## config.mk

```make
export PLATFORM = sky130hd
export DESIGN_NAME = ics_periph
export DESIGN_NICKNAME = d
export VERILOG_FILES = /design/src/common/ics_periph_pkg.sv /design/src/hdl/address_decoder.sv /design/src/hdl/bus_arbiter.sv /design/src/hdl/dsp_mult.sv /design/src/hdl/io_regs.sv /design/src/hdl/flash_ctrl.sv /design/src/hdl/ics_periph.sv
export SDC_FILE = /design/constraint.sdc
export NUM_CORES = 1
export LEC_CHECK = 0
export ABC_AREA = 1
export BUFFER_PORTS_ARGS = -buffer_cell sky130_fd_sc_hd__buf_4
export CAP_MARGIN = 30
export CORE_MARGIN = 2
export CORE_UTILIZATION = 40
export CTS_CLUSTER_DIAMETER = 50
export DETAILED_ROUTE_END_ITERATION = 7
export GPL_ROUTABILITY_DRIVEN = 0
export SETUP_SLACK_MARGIN = 0.4
export SLEW_MARGIN = 20
export SYNTH_ARGS = -nofsm -noshare
export SYNTH_HDL_FRONTEND = slang
export SYNTH_HIERARCHICAL = 1
export SYNTH_SLANG_ARGS = --single-unit
```

## constraint.sdc

```tcl
create_clock -name vdp_clk -period 7.07 [get_ports vdp_clk]
set_input_delay 0.707 -clock vdp_clk [delete_from_list [all_inputs] [get_ports vdp_clk]]
set_output_delay 0.707 -clock vdp_clk [all_outputs]
set_load 0.005 [all_outputs]
```

## src/common/ics_periph_pkg.sv

```systemverilog
/*
 * Shared types and address map for the peripheral side of the console SoC.
 * Everything runs on vdp_clk. The select field sits in address bits 19:16,
 * and select codes above SEL_FLASH_CTRL are unmapped and read back as zero.
 */

package ics_periph_pkg;

    // Host bus fields
    typedef logic [31:0] word_t;
    typedef logic [3:0]  strobe_t;

    // Peripheral payloads
    typedef logic signed [15:0] operand_t;
    typedef logic [1:0]         pad_ctrl_t;
    typedef logic [3:0]         flash_nibble_t;
    typedef logic [7:0]         led_t;

    // Decoder sequencing, one request in flight at a time
    typedef enum logic [1:0] {
        BUS_IDLE   = 2'd0,
        BUS_ENABLE = 2'd1,
        BUS_ACK    = 2'd2
    } bus_phase_t;

    // Peripheral select field in the address
    localparam int SEL_LSB = 16;
    localparam int SEL_MSB = 19;

    localparam logic [3:0] SEL_STATUS     = 4'd0;
    localparam logic [3:0] SEL_DSP        = 4'd1;
    localparam logic [3:0] SEL_PAD        = 4'd2;
    localparam logic [3:0] SEL_FLASH_CTRL = 4'd3;

    // Low picks operand A, high picks operand B
    localparam int DSP_OPERAND_BIT = 2;

    // Flash control register layout in the write data
    localparam int FLASH_IN_LSB     = 0;
    localparam int FLASH_IN_EN_LSB  = 4;
    localparam int FLASH_CLK_BIT    = 8;
    localparam int FLASH_CSN_BIT    = 9;
    localparam int FLASH_ACTIVE_BIT = 15;

    // Gamepad control bit positions
    localparam int PAD_LATCH_BIT = 0;
    localparam int PAD_CLK_BIT   = 1;

endpackage

```

## src/hdl/address_decoder.sv

```systemverilog
/*
 * Accepts one host request at a time and turns it into one-cycle enable pulses.
 * Pulses are high during the cycle after the request is sampled. New requests
 * are ignored until the ACK phase has passed, so the master must not re-raise
 * valid before it has seen ready.
 */

`timescale 1ns/1ps

module address_decoder (
    input  logic                    vdp_clk,
    input  logic                    vdp_reset,

    input  ics_periph_pkg::word_t   cpu_address,
    input  ics_periph_pkg::word_t   cpu_write_data,
    input  ics_periph_pkg::strobe_t cpu_wstrb,
    input  logic                    cpu_mem_valid,

    output logic                    status_write_en,
    output logic                    dsp_en,
    output logic                    dsp_write_en,
    output logic                    dsp_operand_b,
    output logic                    pad_en,
    output logic                    pad_write_en,
    output logic                    flash_ctrl_en,
    output logic                    flash_ctrl_write_en,
    output logic                    access,
    output logic                    any_write,
    output ics_periph_pkg::word_t   write_data
);
    import ics_periph_pkg::*;

    bus_phase_t phase;

    logic [3:0] sel;
    logic       is_write;
    logic       accept;

    assign sel      = cpu_address[SEL_MSB:SEL_LSB];
    assign is_write = |cpu_wstrb;
    assign accept   = (phase == BUS_IDLE) && cpu_mem_valid;

    always_ff @(posedge vdp_clk) begin
        if (vdp_reset) begin
            phase               <= BUS_IDLE;
            access              <= 1'b0;
            any_write           <= 1'b0;
            status_write_en     <= 1'b0;
            dsp_en              <= 1'b0;
            dsp_write_en        <= 1'b0;
            pad_en              <= 1'b0;
            pad_write_en        <= 1'b0;
            flash_ctrl_en       <= 1'b0;
            flash_ctrl_write_en <= 1'b0;
        end else begin
            // Pulses only last one cycle
            access              <= accept;
            any_write           <= accept && is_write;
            status_write_en     <= accept && is_write && (sel == SEL_STATUS);
            dsp_en              <= accept && (sel == SEL_DSP);
            dsp_write_en        <= accept && is_write && (sel == SEL_DSP);
            pad_en              <= accept && (sel == SEL_PAD);
            pad_write_en        <= accept && is_write && (sel == SEL_PAD);
            flash_ctrl_en       <= accept && (sel == SEL_FLASH_CTRL);
            flash_ctrl_write_en <= accept && is_write && (sel == SEL_FLASH_CTRL);

            case (phase)
                BUS_IDLE: begin
                    if (cpu_mem_valid) begin
                        phase <= BUS_ENABLE;
                    end
                end
                BUS_ENABLE: phase <= BUS_ACK;
                // Ready is out during this phase
                BUS_ACK:    phase <= BUS_IDLE;
                default:    phase <= BUS_IDLE;
            endcase
        end
    end

    // Request payload, held until the next accepted request
    always_ff @(posedge vdp_clk) begin
        if (accept) begin
            write_data    <= cpu_write_data;
            dsp_operand_b <= cpu_address[DSP_OPERAND_BIT];
        end
    end

endmodule

```

## src/hdl/bus_arbiter.sv

```systemverilog
/*
 * Registers the ready pulse and read data one edge after the decoder enables.
 * Only the decoder enables are used to pick the source, no address is seen here.
 * Writes, status reads and unmapped reads return zero.
 */

`timescale 1ns/1ps

module bus_arbiter (
    input  logic                  vdp_clk,
    input  logic                  vdp_reset,

    input  logic                  access,
    input  logic                  any_write,
    input  logic                  status_write_en,

    input  logic                  dsp_en,
    input  ics_periph_pkg::word_t dsp_result,
    input  logic                  pad_en,
    input  ics_periph_pkg::word_t pad_read_data,
    input  logic                  flash_ctrl_en,
    input  ics_periph_pkg::word_t flash_ctrl_read_data,

    output ics_periph_pkg::word_t cpu_read_data,
    output logic                  cpu_mem_ready
);
    import ics_periph_pkg::*;

    word_t read_mux;
    logic  write_access;

    // Status register is write only, treat it like any other write
    assign write_access = any_write || status_write_en;

    always_comb begin
        read_mux = '0;
        if (!write_access) begin
            if (dsp_en) begin
                read_mux = dsp_result;
            end else if (pad_en) begin
                read_mux = pad_read_data;
            end else if (flash_ctrl_en) begin
                read_mux = flash_ctrl_read_data;
            end
        end
    end

    always_ff @(posedge vdp_clk) begin
        if (vdp_reset) begin
            cpu_mem_ready <= 1'b0;
        end else begin
            cpu_mem_ready <= access;
        end
    end

    // Data only needs to be valid alongside ready
    always_ff @(posedge vdp_clk) begin
        if (access) begin
            cpu_read_data <= read_mux;
        end
    end

endmodule

```

## src/hdl/dsp_mult.sv

```systemverilog
/*
 * Signed 16x16 multiplier with registered operands and product.
 * The product lags an operand write by one edge, which is always ahead of the
 * next read on this bus. No reset, so the flops can map into a DSP block.
 */

`timescale 1ns/1ps

module dsp_mult (
    input  logic                  vdp_clk,
    input  logic                  dsp_write_en,
    input  logic                  dsp_operand_b,
    input  ics_periph_pkg::word_t write_data,
    output ics_periph_pkg::word_t dsp_result
);
    import ics_periph_pkg::*;

    operand_t mult_a;
    operand_t mult_b;

    // Flat ifs keep the operand loads inside the DSP input registers
    always_ff @(posedge vdp_clk) begin
        if (dsp_write_en && !dsp_operand_b) begin
            mult_a <= write_data[15:0];
        end

        if (dsp_write_en && dsp_operand_b) begin
            mult_b <= write_data[15:0];
        end

        dsp_result <= mult_a * mult_b;
    end

endmodule

```

## src/hdl/io_regs.sv

```systemverilog
/*
 * Status LED byte and gamepad control lines.
 * The LED register is write only. Pad readback is combinational from the
 * pins, so pad_data and user_button should already be synchronized.
 */

`timescale 1ns/1ps

module io_regs (
    input  logic                  vdp_clk,
    input  logic                  vdp_reset,

    input  logic                  status_write_en,
    input  logic                  pad_write_en,
    input  ics_periph_pkg::word_t write_data,

    input  logic [1:0]            pad_data,
    input  logic                  user_button,

    output ics_periph_pkg::led_t  led,
    output logic                  pad_latch,
    output logic                  pad_clk,
    output ics_periph_pkg::word_t pad_read_data
);
    import ics_periph_pkg::*;

    pad_ctrl_t pad_ctrl;

    always_ff @(posedge vdp_clk) begin
        if (vdp_reset) begin
            led      <= '0;
            pad_ctrl <= '0;
        end else begin
            if (status_write_en) begin
                led <= write_data[7:0];
            end
            if (pad_write_en) begin
                pad_ctrl <= write_data[1:0];
            end
        end
    end

    assign pad_latch = pad_ctrl[PAD_LATCH_BIT];
    assign pad_clk   = pad_ctrl[PAD_CLK_BIT];

    // Button above the two serial data lines
    assign pad_read_data = {29'd0, user_button, pad_data};

endmodule

```

## src/hdl/flash_ctrl.sv

```systemverilog
/*
 * Bit-bang access to the quad flash pins from the host bus.
 * While the active bit is clear the pins sit at idle: csn high, clock low and
 * all lanes released. flash_out is expected to be registered at the IO pad.
 */

`timescale 1ns/1ps

module flash_ctrl (
    input  logic                          vdp_clk,
    input  logic                          vdp_reset,

    input  logic                          flash_ctrl_write_en,
    input  ics_periph_pkg::word_t         write_data,

    output logic [1:0]                    flash_clk_ddr,
    output logic                          flash_csn,
    output ics_periph_pkg::flash_nibble_t flash_in,
    output ics_periph_pkg::flash_nibble_t flash_in_en,
    input  ics_periph_pkg::flash_nibble_t flash_out,

    output ics_periph_pkg::word_t         flash_ctrl_read_data
);
    import ics_periph_pkg::*;

    logic          ctrl_active;
    flash_nibble_t ctrl_in;
    flash_nibble_t ctrl_in_en;
    logic          ctrl_clk;
    logic          ctrl_csn;

    always_ff @(posedge vdp_clk) begin
        if (vdp_reset) begin
            ctrl_active <= 1'b0;
        end else if (flash_ctrl_write_en) begin
            ctrl_active <= write_data[FLASH_ACTIVE_BIT];
        end
    end

    // Pin fields only matter once active is set
    always_ff @(posedge vdp_clk) begin
        if (flash_ctrl_write_en) begin
            ctrl_in    <= write_data[FLASH_IN_LSB +: 4];
            ctrl_in_en <= write_data[FLASH_IN_EN_LSB +: 4];
            ctrl_clk   <= write_data[FLASH_CLK_BIT];
            ctrl_csn   <= write_data[FLASH_CSN_BIT];
        end
    end

    // Same level on both DDR phases gives a plain SDR clock
    assign flash_clk_ddr = ctrl_active ? {2{ctrl_clk}} : 2'b00;
    assign flash_csn     = ctrl_active ? ctrl_csn : 1'b1;
    assign flash_in      = ctrl_active ? ctrl_in : 4'h0;
    assign flash_in_en   = ctrl_active ? ctrl_in_en : 4'h0;

    assign flash_ctrl_read_data = {28'd0, flash_out};

endmodule

```

## src/hdl/ics_periph.sv

```systemverilog
/*
 * Peripheral subsystem on vdp_clk: decoder, LED/pad registers, multiplier,
 * flash bit-bang control and the read arbiter.
 * Fixed latency, ready rises two edges after the request is sampled.
 */

`timescale 1ns/1ps

module ics_periph (
    input  logic                          vdp_clk,
    input  logic                          vdp_reset,

    input  ics_periph_pkg::word_t         cpu_address,
    input  ics_periph_pkg::word_t         cpu_write_data,
    input  ics_periph_pkg::strobe_t       cpu_wstrb,
    input  logic                          cpu_mem_valid,
    output ics_periph_pkg::word_t         cpu_read_data,
    output logic                          cpu_mem_ready,

    output ics_periph_pkg::led_t          led,

    output logic                          pad_latch,
    output logic                          pad_clk,
    input  logic [1:0]                    pad_data,
    input  logic                          user_button,

    output logic [1:0]                    flash_clk_ddr,
    output logic                          flash_csn,
    output ics_periph_pkg::flash_nibble_t flash_in,
    output ics_periph_pkg::flash_nibble_t flash_in_en,
    input  ics_periph_pkg::flash_nibble_t flash_out
);
    import ics_periph_pkg::*;

    logic  status_write_en;
    logic  dsp_en, dsp_write_en, dsp_operand_b;
    logic  pad_en, pad_write_en;
    logic  flash_ctrl_en, flash_ctrl_write_en;
    logic  access, any_write;
    word_t write_data;

    word_t dsp_result;
    word_t pad_read_data;
    word_t flash_ctrl_read_data;

    address_decoder i_address_decoder (
        .vdp_clk             (vdp_clk),
        .vdp_reset           (vdp_reset),
        .cpu_address         (cpu_address),
        .cpu_write_data      (cpu_write_data),
        .cpu_wstrb           (cpu_wstrb),
        .cpu_mem_valid       (cpu_mem_valid),
        .status_write_en     (status_write_en),
        .dsp_en              (dsp_en),
        .dsp_write_en        (dsp_write_en),
        .dsp_operand_b       (dsp_operand_b),
        .pad_en              (pad_en),
        .pad_write_en        (pad_write_en),
        .flash_ctrl_en       (flash_ctrl_en),
        .flash_ctrl_write_en (flash_ctrl_write_en),
        .access              (access),
        .any_write           (any_write),
        .write_data          (write_data)
    );

    dsp_mult i_dsp_mult (
        .vdp_clk       (vdp_clk),
        .dsp_write_en  (dsp_write_en),
        .dsp_operand_b (dsp_operand_b),
        .write_data    (write_data),
        .dsp_result    (dsp_result)
    );

    io_regs i_io_regs (
        .vdp_clk         (vdp_clk),
        .vdp_reset       (vdp_reset),
        .status_write_en (status_write_en),
        .pad_write_en    (pad_write_en),
        .write_data      (write_data),
        .pad_data        (pad_data),
        .user_button     (user_button),
        .led             (led),
        .pad_latch       (pad_latch),
        .pad_clk         (pad_clk),
        .pad_read_data   (pad_read_data)
    );

    flash_ctrl i_flash_ctrl (
        .vdp_clk              (vdp_clk),
        .vdp_reset            (vdp_reset),
        .flash_ctrl_write_en  (flash_ctrl_write_en),
        .write_data           (write_data),
        .flash_clk_ddr        (flash_clk_ddr),
        .flash_csn            (flash_csn),
        .flash_in             (flash_in),
        .flash_in_en          (flash_in_en),
        .flash_out            (flash_out),
        .flash_ctrl_read_data (flash_ctrl_read_data)
    );

    bus_arbiter i_bus_arbiter (
        .vdp_clk              (vdp_clk),
        .vdp_reset            (vdp_reset),
        .access               (access),
        .any_write            (any_write),
        .status_write_en      (status_write_en),
        .dsp_en               (dsp_en),
        .dsp_result           (dsp_result),
        .pad_en               (pad_en),
        .pad_read_data        (pad_read_data),
        .flash_ctrl_en        (flash_ctrl_en),
        .flash_ctrl_read_data (flash_ctrl_read_data),
        .cpu_read_data        (cpu_read_data),
        .cpu_mem_ready        (cpu_mem_ready)
    );

endmodule

```

==> results_dict.tcl <==
set metrics [dict create \
    status "finished clean" \
    worst_setup_path_end_kind "flop" \
    swShare_pct 29.94 \
    grt_max_degree 65 \
    wl_per_cell_um 13.45 \
    p_seq_share_pct 39.4 \
    htree_levels 4 \
    cts.clk_slew.worst_paths_ns 0.06 \
    post_cts_buffers 0 \
    syn_avg_cell_area_um2 8.201 \
    cp_slowest_cell "fa_1" \
    hold_path_class "reg -> reg" \
    combPwrFrac_pct 23.1 \
    critPathTopFamily "adder cells" \
    via_per_inst 4.502 \
    grt_pass1_vias 12326 \
    drive_gt1_share_pct 8.193 \
    start_util_pct 40.79 \
    hold_end "i_dsp_mult/mult_b[13]" \
    dr.pass1.iters 5 \
    report.final.slew_viol_count 0 \
    r2r_end "i_dsp_mult/dsp_result[29]" \
    finalHoldViolations 0 \
    path_max_fanout 16 \
    max_stage_delay_ns 0.83 \
    die_h_um 208.5 \
    portBuffers 88 \
    antennaDiodeCount 0 \
    dp_hpwl_um 28710 \
    ff2ff_path_depth 19 \
    p_switching_mw 0.7691 \
    clock_power_share_pct 37.5 \
    path_buf_inv 3 \
    grt_usage_pct 17.18 \
    clk_path_buf_depth 2 \
    period_share_pct 84.52 \
    ys.warnings.count 6 \
    worst_pin_slew_ns 0.8565 \
    fill_cells 4013 \
    synth_cells 2040 \
    holdPathStages 0 \
    layout_min_cycle_time_ns 5.975 \
    die-area_um2 43480 \
    maxSlewHeadroom_pct 42.90 \
    internal_power_mw 1.800 \
    seq_area_um2 3836 \
    cts_resized 0 \
    rsz0062_at_grt "false" \
    grt_pass1_wl_um 60560 \
    drt_iter0_markers 693 \
    start_kind "flop" \
    crit_arrival_ns 6.34 \
    max_freq_ghz 0.1674 \
    post-route-drc-count 0 \
    cts_root_buffer "clkbuf_16" \
    wirelength_um 35060 \
    critPathKind "reg -> reg" \
    r2r_start "i_dsp_mult/mult_b[2]" \
    chipWidth_um 208.5 \
    setup_violations 0 \
    cts_tree "yes" \
    r2r_slack_ns 1.09 \
    placed_cell_area_um2 17410 \
    final_cells 2607 \
    cts_hold_buf 0 \
    vdd_ir_drop_max_mv 0.1302 \
    hp-start "i_address_decoder/write_data[13]" \
    antenna_left 0 \
    clkSinkCount 146 \
    nNetsFinal 2484 \
    syn_to_final_growth_pct 7.994 \
    clock_latency_ns 0.43 \
    power.density_nw_per_um2 142.2 \
    multi_input_area_um2 10270 \
    maxCapViolations 0 \
    cellLeakagePower_nw 10.11 \
    core_area_um2 41020 \
    postLayoutCellArea_um2 18070 \
    tns_ns 0 \
    place_inst 2573 \
    row_count 74 \
    vias 11736 \
    clock_skew_ns 0.008158 \
    grt-ovfl-total 0 \
    synth_area_um2 16730 \
    path_cells "nand2_1 > inv_1 > fa_1 > fa_1 > inv_1 > fa_1 > fa_1 > fa_1 > fa_1 > inv_1 > ha_1 > nand2_1 > nor2_1 > nand2_1 > nor3_1 > nand2_1 > nand3b_1 > nand2_1 > nand2_1" \
    cts_buffers 17 \
    cp.required_ns 7.43 \
    ios 132 \
    antenna_found_initial 0 \
]
[cell usage in the layout, fill, tap and decap left out, types with 4 or more instances in the layout]
cell and n:
a21oi_1 24, buf_4 91, bufinv_16 4, clkbuf_16 17, clkinv_4 5, conb_1 57
dfxtp_1 53, edfxtp_1 91, fa_1 262, ha_1 82, inv_1 509, inv_2 5
nand2_1 533, nand2_2 13, nand3_1 32, nand4_1 13, nor2_1 171, nor2_2 9
nor3_1 6, o21ai_0 40, o21bai_1 5, xor2_1 17
[cell type report]
| cell class | instances | share of cell area, % |
|---|---|---|
| clock buffer | 17 | 2.354 |
| clock inverter | 15 | 1.136 |
| inverter | 515 | 10.70 |
| multi-input combinational | 1288 | 56.83 |
| sequential | 146 | 21.23 |
| tap | 532 | 3.684 |
| timing repair buffer | 94 | 4.065 |
[power by group through the flow]
stage / Combinational (mW) / Sequential (mW) / Clock [mW]
2_1_floorplan: 0.464 / 1.02 / 0
3_3_place_gp: 0.585 / 1.03 / 0
3_5_place_dp: 0.590 / 1.03 / 0
4_1_cts: 0.594 / 1.02 / 0.990
5_1_grt: 0.689 / 1.02 / 1.02
6_report: 0.593 / 1.01 / 0.962
[flip-flops by register name, indices dropped and copies added (netlist names), 2 cells and up]
signal                        flops
i_address_decoder/phase           2
i_address_decoder/write_data     16
i_bus_arbiter/cpu_read_data      32
i_dsp_mult/dsp_result            32
i_dsp_mult/mult_a                16
i_dsp_mult/mult_b                16
i_flash_ctrl/ctrl_in              4
i_flash_ctrl/ctrl_in_en           4
i_io_regs/led                     8
i_io_regs/pad_ctrl                2
[how the worst max path moves through the flow]
stage / start / endpoint / slack (ns) / depth (start not counted)
floorplan: i_dsp_mult/mult_a[15] / i_dsp_mult/dsp_result[31] / 1.73 / 20
global placement: i_dsp_mult/mult_a[15] / i_dsp_mult/dsp_result[29] / 1.19 / 19
detailed placement: i_dsp_mult/mult_a[15] / i_dsp_mult/dsp_result[29] / 1.14 / 18
CTS: i_dsp_mult/mult_a[15] / i_dsp_mult/dsp_result[29] / 1.11 / 19
global route: i_dsp_mult/mult_b[1] / i_dsp_mult/dsp_result[29] / 0.80 / 21
finish: i_dsp_mult/mult_b[2] / i_dsp_mult/dsp_result[29] / 1.09 / 19
[layer usage]
| metal | GRT usage, % | routed length, um | part of all wire (%) |
|---|---|---|---|
| met5 | 0 | 0 | 0 |
| met2 | 28.74 | 16360 | 47 |
| met4 | 3.944 | 429 | 1.2 |
| met3 | 2.460 | 1488 | 4.2 |
| met1 | 23.67 | 16790 | 48 |
[worst reg2reg max path, cell delays in order, from the launching register on]
cell      delay, ns
edfxtp_1       0.76
nand2_1        0.21
inv_1          0.12
fa_1           0.55
fa_1           0.83
inv_1          0.15
fa_1           0.50
fa_1           0.57
fa_1           0.43
fa_1           0.49
inv_1          0.04
ha_1           0.36
nand2_1        0.13
nor2_1         0.16
nand2_1        0.12
nor3_1         0.15
nand2_1        0.10
nand3b_1       0.10
nand2_1        0.05
nand2_1        0.08
[through the flow]
step	utilization (%)	worst slack (ns)	hold slack [ns]	total power, mW
floorplan	-	1.725	0.4215	1.483
global placement	42.39	1.185	0.4276	1.619
detailed placement	42.44	1.138	0.4319	1.624
CTS	43.98	1.114	0.4320	2.599
global route	44.05	0.7959	0.4325	2.734
finish	44.05	1.095	0.4464	2.569
Power figures use the tool's default switching activity.
